File: src/verilog/dm_cfg.svh
/*
  DMI register map and field positions of the debug module.
  single hart only, so the all/any status pairs share one source bit
  and the "all" bit always sits one above the "any" bit.
*/
`ifndef DM_CFG_SVH
`define DM_CFG_SVH

// DMI register addresses
`define DM_ADDR_DATA0          7'h04
`define DM_ADDR_DATA1          7'h05
`define DM_ADDR_DMCONTROL      7'h10
`define DM_ADDR_DMSTATUS       7'h11
`define DM_ADDR_ABSTRACTCS     7'h16
`define DM_ADDR_COMMAND        7'h17

`define DM_VERSION             4'd2    // debug spec 0.13
`define DM_DATACOUNT           4'd2

// cmdtype codes
`define DM_CMDTYPE_REG         8'h00
`define DM_CMDTYPE_MEM         8'h02

// dmcontrol
`define DM_CTRL_HALTREQ        31
`define DM_CTRL_RESUMEREQ      30
`define DM_CTRL_ACKHAVERESET   28
`define DM_CTRL_NDMRESET       1
`define DM_CTRL_DMACTIVE       0

// dmstatus, lower bit of each all/any pair
`define DM_STAT_ANYHAVERESET   18
`define DM_STAT_ANYRESUMEACK   16
`define DM_STAT_ANYUNAVAIL     12
`define DM_STAT_ANYHALTED      8
`define DM_STAT_AUTHENTICATED  7

// abstractcs
`define DM_ACS_BUSY            12
`define DM_ACS_CMDERR_LO       8

// command
`define DM_CMD_TYPE_LO         24
`define DM_CMD_SIZE_LO         20
`define DM_CMD_WRITE           16

`endif

File: src/verilog/dm_pkg.sv
/*
  Shared types of the debug module.
  cmderr codes follow the debug spec abstractcs encoding.
*/
`default_nettype none
`include "dm_cfg.svh"

package dm_pkg;

   // hart control FSM
   typedef enum logic [2:0] {
      IDLE      = 3'd0,
      HALTING   = 3'd1,
      HALTED    = 3'd2,
      CMD_START = 3'd3,
      CMD_WAIT  = 3'd4,
      CMD_DONE  = 3'd5,
      RESUMING  = 3'd6
   } hart_state_e;

   // cmdtype field of the command register
   typedef enum logic [7:0] {
      CMDTYPE_REG = `DM_CMDTYPE_REG,
      CMDTYPE_MEM = `DM_CMDTYPE_MEM
   } cmdtype_e;

   typedef enum logic [2:0] {
      NONE          = 3'd0,
      BUSY          = 3'd1,
      NOT_SUPPORTED = 3'd2,
      EXCEPTION     = 3'd3,
      HALT_RESUME   = 3'd4,
      UNALIGNED     = 3'd7
   } cmderr_e;

   // core access target, drives dbg_cmd_type
   typedef enum logic [1:0] {
      ACC_GPR = 2'd0,
      ACC_CSR = 2'd1,
      ACC_MEM = 2'd2
   } access_e;

endpackage

`default_nettype wire

File: src/verilog/dm_regs.sv
/*
  DMI visible registers of the debug module.
  dmactive is cleared by rst only, all other state also by dm_rst.
  command, data0 and data1 accept writes only while the hart FSM is HALTED.
  read data is registered on each access and holds until the next one.
*/
`default_nettype none
`include "dm_cfg.svh"

module dm_regs (
   input  logic                 clk,
   input  logic                 rst,
   input  logic                 dm_rst,
   input  logic                 dmi_reg_en,
   input  logic                 dmi_reg_wr_en,
   input  logic [6:0]           dmi_reg_addr,
   input  logic [31:0]          dmi_reg_wdata,
   input  dm_pkg::hart_state_e  hart_state,
   input  logic                 halted,
   input  logic                 resumeack,
   input  logic                 havereset,
   input  logic                 unavailable,
   input  logic                 busy,
   input  logic                 data0_capture,
   input  logic [31:0]          core_dbg_rddata,
   input  logic                 core_dbg_cmd_done,
   input  logic                 core_dbg_cmd_fail,
   output logic [31:0]          dmi_reg_rdata,
   output logic                 dmactive,
   output logic                 haltreq,
   output logic                 resumereq,
   output logic                 ndmreset,
   output logic                 dmcontrol_wr,
   output logic                 command_wr,
   output dm_pkg::cmderr_e      cmderr,
   output logic [31:0]          command,
   output logic [31:0]          data0,
   output logic [31:0]          data1,
   output logic                 ackhavereset_wr,
   output logic                 havereset_set
);
   import dm_pkg::*;

   logic        reg_wr;
   logic        in_halted;
   logic        dmcontrol_wen;
   logic        cmd_access;      // any command write, accepted or not
   logic        acs_access;
   logic        data_access;
   logic        data0_wen;
   logic        data1_wen;
   logic [7:0]  wr_cmdtype;
   logic [2:0]  wr_size;
   logic        wr_unaligned;
   cmderr_e     cmderr_d;
   logic [31:0] dmcontrol;
   logic [31:0] dmstatus;
   logic [31:0] abstractcs;
   logic [31:0] rdata_d;

   // ******************************
   // write decode
   // ******************************
   assign reg_wr        = dmi_reg_en & dmi_reg_wr_en;
   assign in_halted     = (hart_state == HALTED);
   assign dmcontrol_wen = reg_wr & (dmi_reg_addr == `DM_ADDR_DMCONTROL);
   assign cmd_access    = reg_wr & (dmi_reg_addr == `DM_ADDR_COMMAND);
   assign acs_access    = reg_wr & (dmi_reg_addr == `DM_ADDR_ABSTRACTCS);
   assign data_access   = dmi_reg_en & ((dmi_reg_addr == `DM_ADDR_DATA0) |
                                        (dmi_reg_addr == `DM_ADDR_DATA1));
   assign command_wr    = cmd_access & in_halted;
   assign data0_wen     = reg_wr & (dmi_reg_addr == `DM_ADDR_DATA0) & in_halted;
   assign data1_wen     = reg_wr & (dmi_reg_addr == `DM_ADDR_DATA1) & in_halted;

   assign ackhavereset_wr = dmcontrol_wen & dmi_reg_wdata[`DM_CTRL_ACKHAVERESET];
   assign havereset_set   = dmcontrol_wen & dmi_reg_wdata[`DM_CTRL_NDMRESET];

   // dmactive survives dm_rst, otherwise the DM could never leave reset
   always_ff @(posedge clk) begin
      if (rst)
         dmactive <= 1'b0;
      else if (dmcontrol_wen)
         dmactive <= dmi_reg_wdata[`DM_CTRL_DMACTIVE];
   end

   always_ff @(posedge clk) begin
      if (dm_rst) begin
         haltreq      <= 1'b0;
         resumereq    <= 1'b0;
         ndmreset     <= 1'b0;
         dmcontrol_wr <= 1'b0;
      end else begin
         dmcontrol_wr <= dmcontrol_wen;     // lines up with the new field values
         if (dmcontrol_wen) begin
            haltreq   <= dmi_reg_wdata[`DM_CTRL_HALTREQ];
            resumereq <= dmi_reg_wdata[`DM_CTRL_RESUMEREQ];
            ndmreset  <= dmi_reg_wdata[`DM_CTRL_NDMRESET];
         end
      end
   end

   // ******************************
   // command and data registers
   // ******************************
   assign wr_cmdtype = dmi_reg_wdata[`DM_CMD_TYPE_LO +: 8];
   assign wr_size    = dmi_reg_wdata[`DM_CMD_SIZE_LO +: 3];

   always_ff @(posedge clk) begin
      if (dm_rst) begin
         command <= '0;
         data0   <= '0;
         data1   <= '0;
      end else begin
         // aamvirtual, postincrement and postexec are not kept
         if (command_wr)
            command <= {wr_cmdtype, 1'b0, wr_size, 3'b000, dmi_reg_wdata[16:0]};
         if (data0_wen)
            data0 <= dmi_reg_wdata;
         else if (data0_capture & ~core_dbg_cmd_fail)
            data0 <= core_dbg_rddata;         // abstract read result
         if (data1_wen)
            data1 <= dmi_reg_wdata;
      end
   end

   // ******************************
   // cmderr
   // ******************************
   // sizes above 32 bit are never aligned for a word memory
   assign wr_unaligned = wr_size[2] | (wr_size == 3'd3) |
                         ((wr_size == 3'd1) & data1[0]) |
                         ((wr_size == 3'd2) & (|data1[1:0]));

   // first cause wins, W1C and hold only apply when nothing else fires
   always_comb begin
      cmderr_d = cmderr;
      if (busy & (cmd_access | acs_access | data_access))
         cmderr_d = BUSY;
      else if (cmd_access & (wr_cmdtype != CMDTYPE_REG) & (wr_cmdtype != CMDTYPE_MEM))
         cmderr_d = NOT_SUPPORTED;
      else if (core_dbg_cmd_done & core_dbg_cmd_fail)
         cmderr_d = EXCEPTION;
      else if (cmd_access & ~halted)
         cmderr_d = HALT_RESUME;
      else if (cmd_access & (wr_cmdtype == CMDTYPE_MEM) & wr_unaligned)
         cmderr_d = UNALIGNED;
      else if (acs_access)
         cmderr_d = cmderr_e'(cmderr & ~dmi_reg_wdata[`DM_ACS_CMDERR_LO +: 3]);
   end

   always_ff @(posedge clk) begin
      if (dm_rst)
         cmderr <= NONE;
      else
         cmderr <= cmderr_d;
   end

   // ******************************
   // read side
   // ******************************
   always_comb begin
      dmcontrol                       = '0;
      dmcontrol[`DM_CTRL_HALTREQ]     = haltreq;
      dmcontrol[`DM_CTRL_RESUMEREQ]   = resumereq;
      dmcontrol[`DM_CTRL_NDMRESET]    = ndmreset;
      dmcontrol[`DM_CTRL_DMACTIVE]    = dmactive;

      dmstatus                              = '0;
      dmstatus[`DM_STAT_ANYHAVERESET +: 2]  = {2{havereset}};
      dmstatus[`DM_STAT_ANYRESUMEACK +: 2]  = {2{resumeack}};
      dmstatus[`DM_STAT_ANYUNAVAIL +: 2]    = {2{unavailable}};
      dmstatus[`DM_STAT_ANYHALTED +: 2]     = {2{halted}};
      dmstatus[`DM_STAT_AUTHENTICATED]      = 1'b1;   // no authentication
      dmstatus[3:0]                         = `DM_VERSION;

      abstractcs                          = '0;
      abstractcs[`DM_ACS_BUSY]            = busy;
      abstractcs[`DM_ACS_CMDERR_LO +: 3]  = cmderr;
      abstractcs[3:0]                     = `DM_DATACOUNT;
   end

   always_comb begin
      case (dmi_reg_addr)
         `DM_ADDR_DATA0:      rdata_d = data0;
         `DM_ADDR_DATA1:      rdata_d = data1;
         `DM_ADDR_DMCONTROL:  rdata_d = dmcontrol;
         `DM_ADDR_DMSTATUS:   rdata_d = dmstatus;
         `DM_ADDR_ABSTRACTCS: rdata_d = abstractcs;
         `DM_ADDR_COMMAND:    rdata_d = command;
         default:             rdata_d = '0;      // unimplemented reads as zero
      endcase
   end

   always_ff @(posedge clk) begin
      if (dm_rst)
         dmi_reg_rdata <= '0;
      else if (dmi_reg_en)
         dmi_reg_rdata <= rdata_d;
   end

endmodule

`default_nettype wire

File: src/verilog/dm_top.sv
/*
  Debug module top for a single hart.
  the whole DM except dmactive stays in reset until dmactive is written 1.
  dbg_core_rst_l follows ndmreset directly.
*/
`default_nettype none

module dm_top (
   input  logic             clk,
   input  logic             rst,
   input  logic             dmi_reg_en,
   input  logic             dmi_reg_wr_en,
   input  logic [6:0]       dmi_reg_addr,
   input  logic [31:0]      dmi_reg_wdata,
   input  logic [31:0]      core_dbg_rddata,
   input  logic             core_dbg_cmd_done,
   input  logic             core_dbg_cmd_fail,
   input  logic             dec_tlu_debug_mode,
   input  logic             dec_tlu_dbg_halted,
   input  logic             dec_tlu_resume_ack,
   input  logic             dec_tlu_mhartstart,
   output logic [31:0]      dmi_reg_rdata,
   output logic [31:0]      dbg_cmd_addr,
   output logic [31:0]      dbg_cmd_wrdata,
   output logic             dbg_cmd_valid,
   output logic             dbg_cmd_write,
   output dm_pkg::access_e  dbg_cmd_type,
   output logic [1:0]       dbg_cmd_size,
   output logic             dbg_core_rst_l,
   output logic             dbg_halt_req,
   output logic             dbg_resume_req
);
   import dm_pkg::*;

   logic        dm_rst;
   logic        dmactive;
   logic        mhartstart_q;
   logic        haltreq;
   logic        resumereq;
   logic        ndmreset;
   logic        dmcontrol_wr;
   logic        command_wr;
   logic        ackhavereset_wr;
   logic        havereset_set;
   logic        halted;
   logic        resumeack;
   logic        havereset;
   logic        unavailable;
   logic        busy;
   logic        data0_capture;
   cmderr_e     cmderr;
   hart_state_e hart_state;
   logic [31:0] command;
   logic [31:0] data0;
   logic [31:0] data1;

   assign dm_rst         = rst | ~dmactive;
   assign dbg_core_rst_l = ~ndmreset;

   always_ff @(posedge clk) begin
      if (rst)
         mhartstart_q <= 1'b0;
      else
         mhartstart_q <= dec_tlu_mhartstart;
   end

   dm_regs i_dm_regs (
      .clk               (clk),
      .rst               (rst),
      .dm_rst            (dm_rst),
      .dmi_reg_en        (dmi_reg_en),
      .dmi_reg_wr_en     (dmi_reg_wr_en),
      .dmi_reg_addr      (dmi_reg_addr),
      .dmi_reg_wdata     (dmi_reg_wdata),
      .hart_state        (hart_state),
      .halted            (halted),
      .resumeack         (resumeack),
      .havereset         (havereset),
      .unavailable       (unavailable),
      .busy              (busy),
      .data0_capture     (data0_capture),
      .core_dbg_rddata   (core_dbg_rddata),
      .core_dbg_cmd_done (core_dbg_cmd_done),
      .core_dbg_cmd_fail (core_dbg_cmd_fail),
      .dmi_reg_rdata     (dmi_reg_rdata),
      .dmactive          (dmactive),
      .haltreq           (haltreq),
      .resumereq         (resumereq),
      .ndmreset          (ndmreset),
      .dmcontrol_wr      (dmcontrol_wr),
      .command_wr        (command_wr),
      .cmderr            (cmderr),
      .command           (command),
      .data0             (data0),
      .data1             (data1),
      .ackhavereset_wr   (ackhavereset_wr),
      .havereset_set     (havereset_set)
   );

   hart_ctrl i_hart_ctrl (
      .clk                (clk),
      .dm_rst             (dm_rst),
      .haltreq            (haltreq),
      .resumereq          (resumereq),
      .ndmreset           (ndmreset),
      .dmcontrol_wr       (dmcontrol_wr),
      .command_wr         (command_wr),
      .cmderr             (cmderr),
      .command            (command),
      .data0              (data0),
      .data1              (data1),
      .ackhavereset_wr    (ackhavereset_wr),
      .havereset_set      (havereset_set),
      .mhartstart_q       (mhartstart_q),
      .dec_tlu_debug_mode (dec_tlu_debug_mode),
      .dec_tlu_dbg_halted (dec_tlu_dbg_halted),
      .dec_tlu_resume_ack (dec_tlu_resume_ack),
      .core_dbg_cmd_done  (core_dbg_cmd_done),
      .hart_state         (hart_state),
      .halted             (halted),
      .resumeack          (resumeack),
      .havereset          (havereset),
      .unavailable        (unavailable),
      .busy               (busy),
      .data0_capture      (data0_capture),
      .dbg_halt_req       (dbg_halt_req),
      .dbg_resume_req     (dbg_resume_req),
      .dbg_cmd_addr       (dbg_cmd_addr),
      .dbg_cmd_wrdata     (dbg_cmd_wrdata),
      .dbg_cmd_valid      (dbg_cmd_valid),
      .dbg_cmd_write      (dbg_cmd_write),
      .dbg_cmd_type       (dbg_cmd_type),
      .dbg_cmd_size       (dbg_cmd_size)
   );

endmodule

`default_nettype wire

File: src/verilog/hart_ctrl.sv
/*
  Halt, resume and abstract command control for a single hart.
  dbg_cmd_valid is a one cycle pulse, the command fields hold until done.
  memory accesses are word addressed from data1, register accesses use
  the low 12 bits of regno.
*/
`default_nettype none
`include "dm_cfg.svh"

module hart_ctrl (
   input  logic                 clk,
   input  logic                 dm_rst,
   input  logic                 haltreq,
   input  logic                 resumereq,
   input  logic                 ndmreset,
   input  logic                 dmcontrol_wr,
   input  logic                 command_wr,
   input  dm_pkg::cmderr_e      cmderr,
   input  logic [31:0]          command,
   input  logic [31:0]          data0,
   input  logic [31:0]          data1,
   input  logic                 ackhavereset_wr,
   input  logic                 havereset_set,
   input  logic                 mhartstart_q,
   input  logic                 dec_tlu_debug_mode,
   input  logic                 dec_tlu_dbg_halted,
   input  logic                 dec_tlu_resume_ack,
   input  logic                 core_dbg_cmd_done,
   output dm_pkg::hart_state_e  hart_state,
   output logic                 halted,
   output logic                 resumeack,
   output logic                 havereset,
   output logic                 unavailable,
   output logic                 busy,
   output logic                 data0_capture,
   output logic                 dbg_halt_req,
   output logic                 dbg_resume_req,
   output logic [31:0]          dbg_cmd_addr,
   output logic [31:0]          dbg_cmd_wrdata,
   output logic                 dbg_cmd_valid,
   output logic                 dbg_cmd_write,
   output dm_pkg::access_e      dbg_cmd_type,
   output logic [1:0]           dbg_cmd_size
);
   import dm_pkg::*;

   hart_state_e state_d;
   logic        busy_set;
   logic        busy_clr;
   logic        resume_done;
   logic        cmd_is_mem;

   // ******************************
   // hart FSM
   // ******************************
   always_comb begin
      state_d        = hart_state;
      busy_set       = 1'b0;
      busy_clr       = 1'b0;
      dbg_halt_req   = dmcontrol_wr & haltreq;   // pulse on every haltreq write
      dbg_resume_req = 1'b0;
      case (hart_state)
         IDLE: begin
            dbg_halt_req = dbg_halt_req | (haltreq & mhartstart_q);
            if (((haltreq & ~dec_tlu_debug_mode) | halted) & ~ndmreset & mhartstart_q) begin
               if (halted)
                  state_d = HALTED;
               else
                  state_d = HALTING;
            end
         end
         HALTING: begin
            if (halted)
               state_d = HALTED;
         end
         HALTED: begin
            // hart left debug mode on its own or is being reset
            if (~halted | ndmreset) begin
               if (haltreq)
                  state_d = HALTING;
               else
                  state_d = IDLE;
            end else if (command_wr) begin
               state_d  = CMD_START;
               busy_set = 1'b1;
            end else if (dmcontrol_wr & resumereq & ~haltreq) begin
               state_d        = RESUMING;
               dbg_resume_req = 1'b1;
            end
         end
         CMD_START: begin
            if (cmderr != NONE)
               state_d = CMD_DONE;    // error already flagged, skip the core
            else
               state_d = CMD_WAIT;
         end
         CMD_WAIT: begin
            if (core_dbg_cmd_done)
               state_d = CMD_DONE;
         end
         CMD_DONE: begin
            state_d  = HALTED;
            busy_clr = 1'b1;
         end
         RESUMING: begin
            if (resumeack)
               state_d = IDLE;
         end
         default: state_d = IDLE;
      endcase
   end

   assign resume_done = (hart_state == RESUMING) & dec_tlu_resume_ack;

   always_ff @(posedge clk) begin
      if (dm_rst) begin
         hart_state <= IDLE;
         halted     <= 1'b0;
         resumeack  <= 1'b0;
         havereset  <= 1'b0;
         busy       <= 1'b0;
      end else begin
         hart_state <= state_d;
         halted     <= dec_tlu_dbg_halted;
         if (resume_done)
            resumeack <= 1'b1;
         else if (dbg_resume_req | ~resumereq)
            resumeack <= 1'b0;       // new resume or resumereq dropped
         if (ackhavereset_wr)
            havereset <= 1'b0;
         else if (havereset_set)
            havereset <= 1'b1;
         if (busy_set)
            busy <= 1'b1;
         else if (busy_clr)
            busy <= 1'b0;
      end
   end

   assign unavailable = ~mhartstart_q;

   // ******************************
   // core command interface
   // ******************************
   assign cmd_is_mem     = (command[`DM_CMD_TYPE_LO +: 8] == CMDTYPE_MEM);
   assign dbg_cmd_addr   = cmd_is_mem ? {data1[31:2], 2'b00} : {20'b0, command[11:0]};
   assign dbg_cmd_wrdata = data0;
   assign dbg_cmd_write  = command[`DM_CMD_WRITE];
   assign dbg_cmd_size   = command[`DM_CMD_SIZE_LO +: 2];
   assign dbg_cmd_valid  = (hart_state == CMD_START) & (cmderr == NONE);
   assign data0_capture  = core_dbg_cmd_done & (hart_state == CMD_WAIT) &
                           ~command[`DM_CMD_WRITE];

   // regno 0x0000-0x0fff are CSRs, the rest go to the GPR file
   always_comb begin
      if (cmd_is_mem)
         dbg_cmd_type = ACC_MEM;
      else if (command[15:12] == 4'h0)
         dbg_cmd_type = ACC_CSR;
      else
         dbg_cmd_type = ACC_GPR;
   end

endmodule

`default_nettype wire
File: config.mk
export PLATFORM = sky130hd
export DESIGN_NAME = dm_top
export DESIGN_NICKNAME = d
export VERILOG_FILES = /design/src/verilog/dm_pkg.sv /design/src/verilog/dm_regs.sv /design/src/verilog/dm_top.sv /design/src/verilog/hart_ctrl.sv
export VERILOG_INCLUDE_DIRS = /design/src /design/src/verilog
export SDC_FILE = /design/constraint.sdc
export NUM_CORES = 1
export LEC_CHECK = 0
export BUFFER_PORTS_ARGS = -buffer_cell sky130_fd_sc_hd__buf_2
export CORE_MARGIN = 2
export CORE_UTILIZATION = 52
export CTS_CLUSTER_DIAMETER = 100
export DETAILED_ROUTE_END_ITERATION = 8
export PLACE_DENSITY = 0.88
export RECOVER_POWER = 100
export SETUP_SLACK_MARGIN = 0.4
export SKIP_CTS_REPAIR_TIMING = 1
export SLEW_MARGIN = 20
export SYNTH_ARGS = -nofsm -noshare
export SYNTH_HDL_FRONTEND = slang
export SYNTH_SLANG_ARGS = --single-unit
File: constraint.sdc
create_clock -name clk -period 2.8 [get_ports clk]
set_clock_uncertainty 0.15 [all_clocks]
set_input_delay 0.28 -clock clk [delete_from_list [all_inputs] [get_ports clk]]
set_output_delay 0.28 -clock clk [all_outputs]
set_load 0.005 [all_outputs]
==> results of run 1 <==
## how the worst max path moves through the flow
stage                         startpoint  slack, ps  cells past startpoint                    to
3_5_place_dp             dmi_reg_addr[5]        470                      8   i_dm_regs.data1[23]
2_1_floorplan  i_hart_ctrl.hart_state[1]        720                      6  i_dm_regs.command[0]
3_3_place_gp             dmi_reg_addr[5]        540                      8    i_dm_regs.data1[1]
4_1_cts            i_dm_regs.command[28]        140                      5       dbg_cmd_addr[2]
6_report           i_dm_regs.command[28]        200                      6      dbg_cmd_addr[16]
5_1_grt            i_dm_regs.command[28]        170                      6      dbg_cmd_addr[16]
## Yosys cell counts (3+ instances only)
library cell  number  area share (%)
nor2_1            81             4.6
a22oi_1           25             2.9
nor2b_1            5            0.48
mux2i_1           65             9.9
buf_2             13            0.99
o21ai_0           28             2.1
nand2b_1           4            0.38
mux2_2            18             3.1
a221oi_1          10             1.3
a211oi_1          37             4.2
or4_1              3            0.34
o31ai_1            3            0.34
buf_4              5            0.57
a22o_1            21             2.8
a21o_1             4            0.46
and3_1             4            0.38
inv_1              8            0.46
nand2_1          106             6.1
and2_1            21             2.0
nor4_1             6            0.57
clkbuf_1          42             2.4
dfxtp_1          140              43
nand3_1            9            0.69
a21oi_1           43             3.3
a32oi_1            3            0.40
nand4_1            6            0.57
o21ai_1            3            0.23
## cell type report
cell class | count | area share [%]
Clock buffer | 27 | 6.25
Timing Repair Buffer | 229 | 15.3
Tap cell | 172 | 2.57
Inverter | 8 | 0.359
Clock inverter | 5 | 0.658
Sequential cell | 140 | 33.5
Multi-Input combinational cell | 542 | 41.3
## kinds of logic (layout without fill, tap and decap cells)
group | after synthesis | in the layout
DFF | 140 | 140
buffers and inverters | 71 | 269
and+or+nand+nor | 262 | 262
muxes | 83 | 83
xor gates and xnor gates | 1 | 1
AOI/OAI and AO/OA | 196 | 196
## sequential cells by signal, summed over array words and instances (netlist names), 3 cells and up
signal and cells:
i_dm_regs.cmderr 3, i_dm_regs.command 28, i_dm_regs.data0 32, i_dm_regs.data1 32
i_dm_regs.dmi_reg_rdata 32, i_hart_ctrl.hart_state 3
## worst register-to-register path, cell delays in order, from the launching register on
cell and delay (ps):
dfxtp_1 300, clkbuf_1 280, nor4b_1 480, nand2_2 110, clkbuf_2 470, mux2i_1 260
a211oi_1 260
## power by group
part	leakage [nW]	total, mW	switching (mW)	internal, mW
Sequential	1.13	1.99	0.000858	1.99
Clock	0.280	2.18	0.815	1.36
Combinational	1.79	0.172	0.0954	0.0771
## layer usage
layer,GRT usage (%),vias to the layer above,routed length (µm)
met5,0,-,0
met2,47.6,370,9580
met1,38.8,3133,8640
li1,-,3090,-
met3,6.07,76,1820
met4,14.4,0,767
## metrics by stage
step,std cells,hold WS (ps)
6_report,1123,-19.6
5_1_grt,1123,1.57
4_1_cts,1104,-106
3_5_place_dp,1072,292
3_3_place_gp,1072,282
2_1_floorplan,753,202
==> results.py, run 1 <==
metrics = {
    "synth": {
        "synth_top_family_by_area": "compound AO/OA/AOI/OAI gates",
        "synth-xor-area-share_pct": 0.134,
        "synth_nets": 834,
        "synth_mux_area_share_pct": 13.0,
        "ys_ff_latch": 140,
        "netlist_instances": 753,
        "yosys_warnings": 0,
        "syn_area_um2": 6560,
        "synthArstFlopShare_pct": 0,
        "ys.flop_type": "dfxtp_1",
        "yosys.area_share.simple_pct": 18.7,
        "synth_fa_ha_area_share_pct": 0,
        "synth_edf_count": 0,
        "synthDistinctLibCells": 59,
        "synth-seq-area-share_pct": 42.7,
        "synth_area_per_cell_um2": 8.71,
        "synth_compound_area_share_pct": 20.6,
    },
    "setup_path": {
        "arrival_ps": 2170,
        "path_max_fanout": 13,
        "reg2reg_from": "i_hart_ctrl.hart_state[1]",
        "crit_type": "reg -> out",
        "cp_slowest_cell": "nor4_1",
        "crit_buf_inv": 3,
        "startpoint_type": "flop",
        "crit_chain": "nor4_1, and4b_1, clkbuf_1, clkbuf_16, and2_0, buf_2",
        "worst_setup_path_end_kind": "output port",
        "critPathRequiredTime_ps": 2370,
        "reg2reg_to": "i_dm_regs.data0[16]",
        "slowest_delay_ps": 350,
        "r2r_cells": 6,
        "ff2ff_setup_slack_ps": 380,
        "path_delay_family": "simple AND/OR/NAND/NOR gates",
    },
    "die": {
        "fp.dieArea_um2": 13500,
        "pin_count": 186,
        "core_area_um2": 12500,
        "start_util_pct": 52.6,
        "core.rowCount": 41,
        "die_y_um": 116,
        "die_w_um": 116,
    },
    "layout": {
        "ff_latch_area_um2": 2800,
        "area_growth_pct": 27.5,
        "num_antenna_cells": 0,
        "final_util_pct": 67.1,
        "final_area_um2": 8360,
        "drive_gt1_share_pct": 22.0,
        "multi_input_area_um2": 3450,
        "layout_commonest_cell": "dfxtp_1",
        "num-nets-final": 1019,
        "layout_common_cells": "139 x dfxtp_1, 125 x buf_2, 104 x nand2_1",
        "fill_cells": 1037,
    },
    "routing": {
        "vias_per_cell": 5.94,
        "drc": 0,
        "ant_nets": 0,
        "first_pass_iters": 6,
        "routedWlPerCell_um": 18.5,
        "drt-initial-drc-count": 787,
        "vias": 6669,
        "drt_wl_total_um": 20800,
    },
    "min_path": {
        "hold_end": "i_dm_regs.data1[9]",
        "min_path_cells": 3,
        "hp-start": "dmi_reg_wdata[9]",
        "hold_class": "in -> reg",
    },
    "outcome": {
        "violations": "negative hold slack",
        "status": "finished, violations left",
    },
    "timing": {
        "fin_hold_ws_ps": -19.6,
        "max_freq_ghz": 0.385,
        "setup_violations": 0,
        "fin_crit_ps": 2600,
        "min_period_over_period_pct": 92.8,
        "rsz0062_at_grt": "true",
        "setup_slack_ps": 203,
        "slew_headroom_pct": 20.2,
        "worstMarginPinSlew_ps": 1200,
        "report.final.slew_viol_count": 0,
        "hold_violations": 7,
        "tns_ps": 0,
    },
    "placement": {
        "place_area_um2": 7710,
        "gp_congestion": 0.940,
        "hpwl_um": 13900,
        "port_buffers": 185,
        "dpl_worst_slack_ps": 466,
    },
    "clock_tree": {
        "cts_root_buffer": "clkbuf_16",
        "cts_tree": "yes",
        "clkSinkCount": 140,
        "cts_buffer_depth": 2,
        "clock_latency_ps": 420,
        "htree_num_levels": 4,
        "path_clk_slew_ps": 60,
        "cts-buffers-inserted": 17,
    },
    "pwr": {
        "power_mw": 4.34,
        "peakVddDrop_mv": 0.385,
        "power_density_nw_per_um2": 519,
        "p_leak_nw": 3.20,
    },
    "grt": {
        "grt.total_usage_pct": 29.9,
        "gr-total-overflow": 0,
        "grt_pass1_vias": 6105,
        "grt_pass1_wl_um": 31300,
        "grt_start_max_net_pins": 108,
        "grt_antenna_before_repair": 0,
    },
    "flow_run": {
        "maxCapViolations": 0,
    },
}
(Power assumes the default switching activity.)
==> run 2: changes to the inputs <==
==> constraint.sdc (replaced) <==
create_clock -name clk -period 2.8 [get_ports clk]
set_clock_uncertainty 0.15 [all_clocks]
set_input_delay 0.42 -clock clk [delete_from_list [all_inputs] [get_ports clk]]
set_output_delay 0.42 -clock clk [all_outputs]
set_load 0.005 [all_outputs]
==> run 2 against run 1 <==
  * The flow now finishes without violations
  * Sequential power about the same
  * Die area unchanged
  * Worst setup slack got worse by 18 ps
  * Sequential share of layout area is 0.53 points higher
  * Critical path depth is 1 higher
  * Via count rose by 0.25%
  * Combinational power fell by 9%
  * First-iteration DRC count fell by 14%
  * Wire length up 1.2%
  * Largest cell class unchanged
  * Highest routed layer unchanged
==> results.py, run 2 (synthesis gave the netlist of run 1 again) <==
metrics = {
    "outcome": {
        "status": "completed",
    },
    "layout": {
        "largestRegisters": "i_dm_regs.data0: 32 flops, i_dm_regs.data1: 32 flops, i_dm_regs.dmi_reg_rdata: 32 flops",
        "drive_gt1_share_pct": 23.6,
        "layout_commonest_cell": "dfxtp_1",
        "ff_latch_area_um2": 2800,
        "fill_cells": 1069,
        "num-nets-final": 1011,
        "multi_input_area_um2": 3440,
        "layout_common_cells": "139 x dfxtp_1, 130 x buf_2, 104 x nand2_1",
        "num_antenna_cells": 0,
        "final_util_pct": 66.0,
        "area_growth_pct": 25.5,
    },
    "timing": {
        "tns_ps": 0,
        "rsz0062_at_grt": "true",
        "worstMarginPinSlew_ps": 1000,
        "fin_crit_ps": 2610,
        "report.final.slew_viol_count": 0,
        "setup_violations": 0,
        "min_period_over_period_pct": 93.4,
        "max_freq_ghz": 0.382,
        "fin_hold_ws_ps": 38.9,
        "slew_headroom_pct": 32.5,
        "hold_violations": 0,
    },
    "die": {
        "die_w_um": 116,
        "die_y_um": 116,
        "start_util_pct": 52.6,
        "core.rowCount": 41,
        "pin_count": 186,
        "core_area_um2": 12500,
        "fp.dieArea_um2": 13500,
    },
    "routing": {
        "vias": 6686,
        "routedWlPerCell_um": 18.9,
        "drt-initial-drc-count": 678,
        "drc": 0,
        "vias_per_cell": 6.00,
        "drt_wl_total_um": 21100,
        "first_pass_iters": 5,
        "ant_nets": 0,
    },
    "setup_path": {
        "path_max_fanout": 6,
        "critPathRequiredTime_ps": 2230,
        "arrival_ps": 2040,
        "slowest_delay_ps": 340,
        "crit_type": "reg -> out",
        "startpoint_type": "flop",
        "cp_slowest_cell": "dfxtp_1",
        "worst_setup_path_end_kind": "output port",
        "crit_chain": "nor4_2, and4b_1, buf_4, buf_6, clkbuf_16, and2_1, buf_2",
    },
    "pwr": {
        "p_sw_mw": 0.956,
        "peakVddDrop_mv": 0.432,
        "power_density_nw_per_um2": 522,
        "swShare_pct": 22.3,
        "p_leak_nw": 3.17,
        "pwr-share-seq_pct": 46.4,
        "p_int_mw": 3.34,
        "power_frac_comb_pct": 3.6,
        "power_mw": 4.29,
        "clkPwrFrac_pct": 49.9,
    },
    "clock_tree": {
        "cts_buffer_depth": 2,
        "cts-buffers-inserted": 17,
        "cts_root_buffer": "clkbuf_16",
        "cts_tree": "yes",
        "clkSinkCount": 140,
        "htree_num_levels": 4,
        "clock_latency_ps": 430,
        "path_clk_slew_ps": 60,
    },
    "placement": {
        "hpwl_um": 14300,
        "gp_congestion": 0.958,
        "port_buffers": 185,
    },
    "grt": {
        "grt_pass1_wl_um": 31200,
        "gr-total-overflow": 0,
        "grt.total_usage_pct": 29.9,
        "grt_antenna_before_repair": 0,
        "grt_start_max_net_pins": 42,
        "grt_pass1_vias": 6100,
    },
    "min_path": {
        "hold_class": "in -> reg",
    },
    "flow_run": {
        "maxCapViolations": 0,
    },
}
==> run 2: path summary, 6_finish.rpt <==
kind	to	depth (start not counted)	startpoint	slack, ps
setup / recovery	dbg_cmd_addr[23]	7	i_dm_regs.command[28]	190
hold / removal	i_hart_ctrl.halted	2	dec_tlu_dbg_halted	40
setup reg to reg	i_dm_regs.command[14]	5	i_hart_ctrl.hart_state[0]	320
hold reg to reg	i_dm_regs.dmi_reg_rdata[14]	2	i_dm_regs.dmi_reg_rdata[14]	300
==> run 2: power groups by stage <==
stage          registers (mW)  logic, mW  clock network (mW)
2_1_floorplan            2.04     0.0489                   0
4_1_cts                  1.99      0.155                2.15
6_report                 1.99      0.157                2.14
5_1_grt                  1.99      0.166                2.23
3_3_place_gp             2.04      0.152                   0
3_5_place_dp             2.04      0.153                   0
==> run 2: final cells by class <==
cell class | instances | share of cell area [%]
Sequential cell | 140 | 34.1
Clock inverter | 10 | 1.11
Inverter | 8 | 0.365
Clock buffer | 21 | 5.71
Multi-Input combinational cell | 542 | 41.8
Tap cell | 172 | 2.61
Timing Repair Buffer | 221 | 14.3
==> run 2: critical path: cells and delay by family, from the launching register on <==
family / cells / cell delay, ps
flip-flops: 1 / 340
AND/OR/NAND/NOR: 3 / 740
buffers and inverters: 4 / 530
==> run 2: stage by stage <==
stage                     instance area (µm²)  worst slack [ps]  instances
final                                    8230               185       1114
after global routing                     8230              99.9       1114
after CTS                                8270              29.1       1108
after detailed placement                 7710               372       1077
after global placement                   7710               438       1077
after floorplan                          6560               585        753
==> run 2: layer usage <==
metal	vias up	track usage, %	share of wire, %
met5	-	0	0
met2	440	47.7	46
li1	3068	-	-
met3	61	8.56	10
met4	0	12.2	3.4
met1	3117	38.3	41
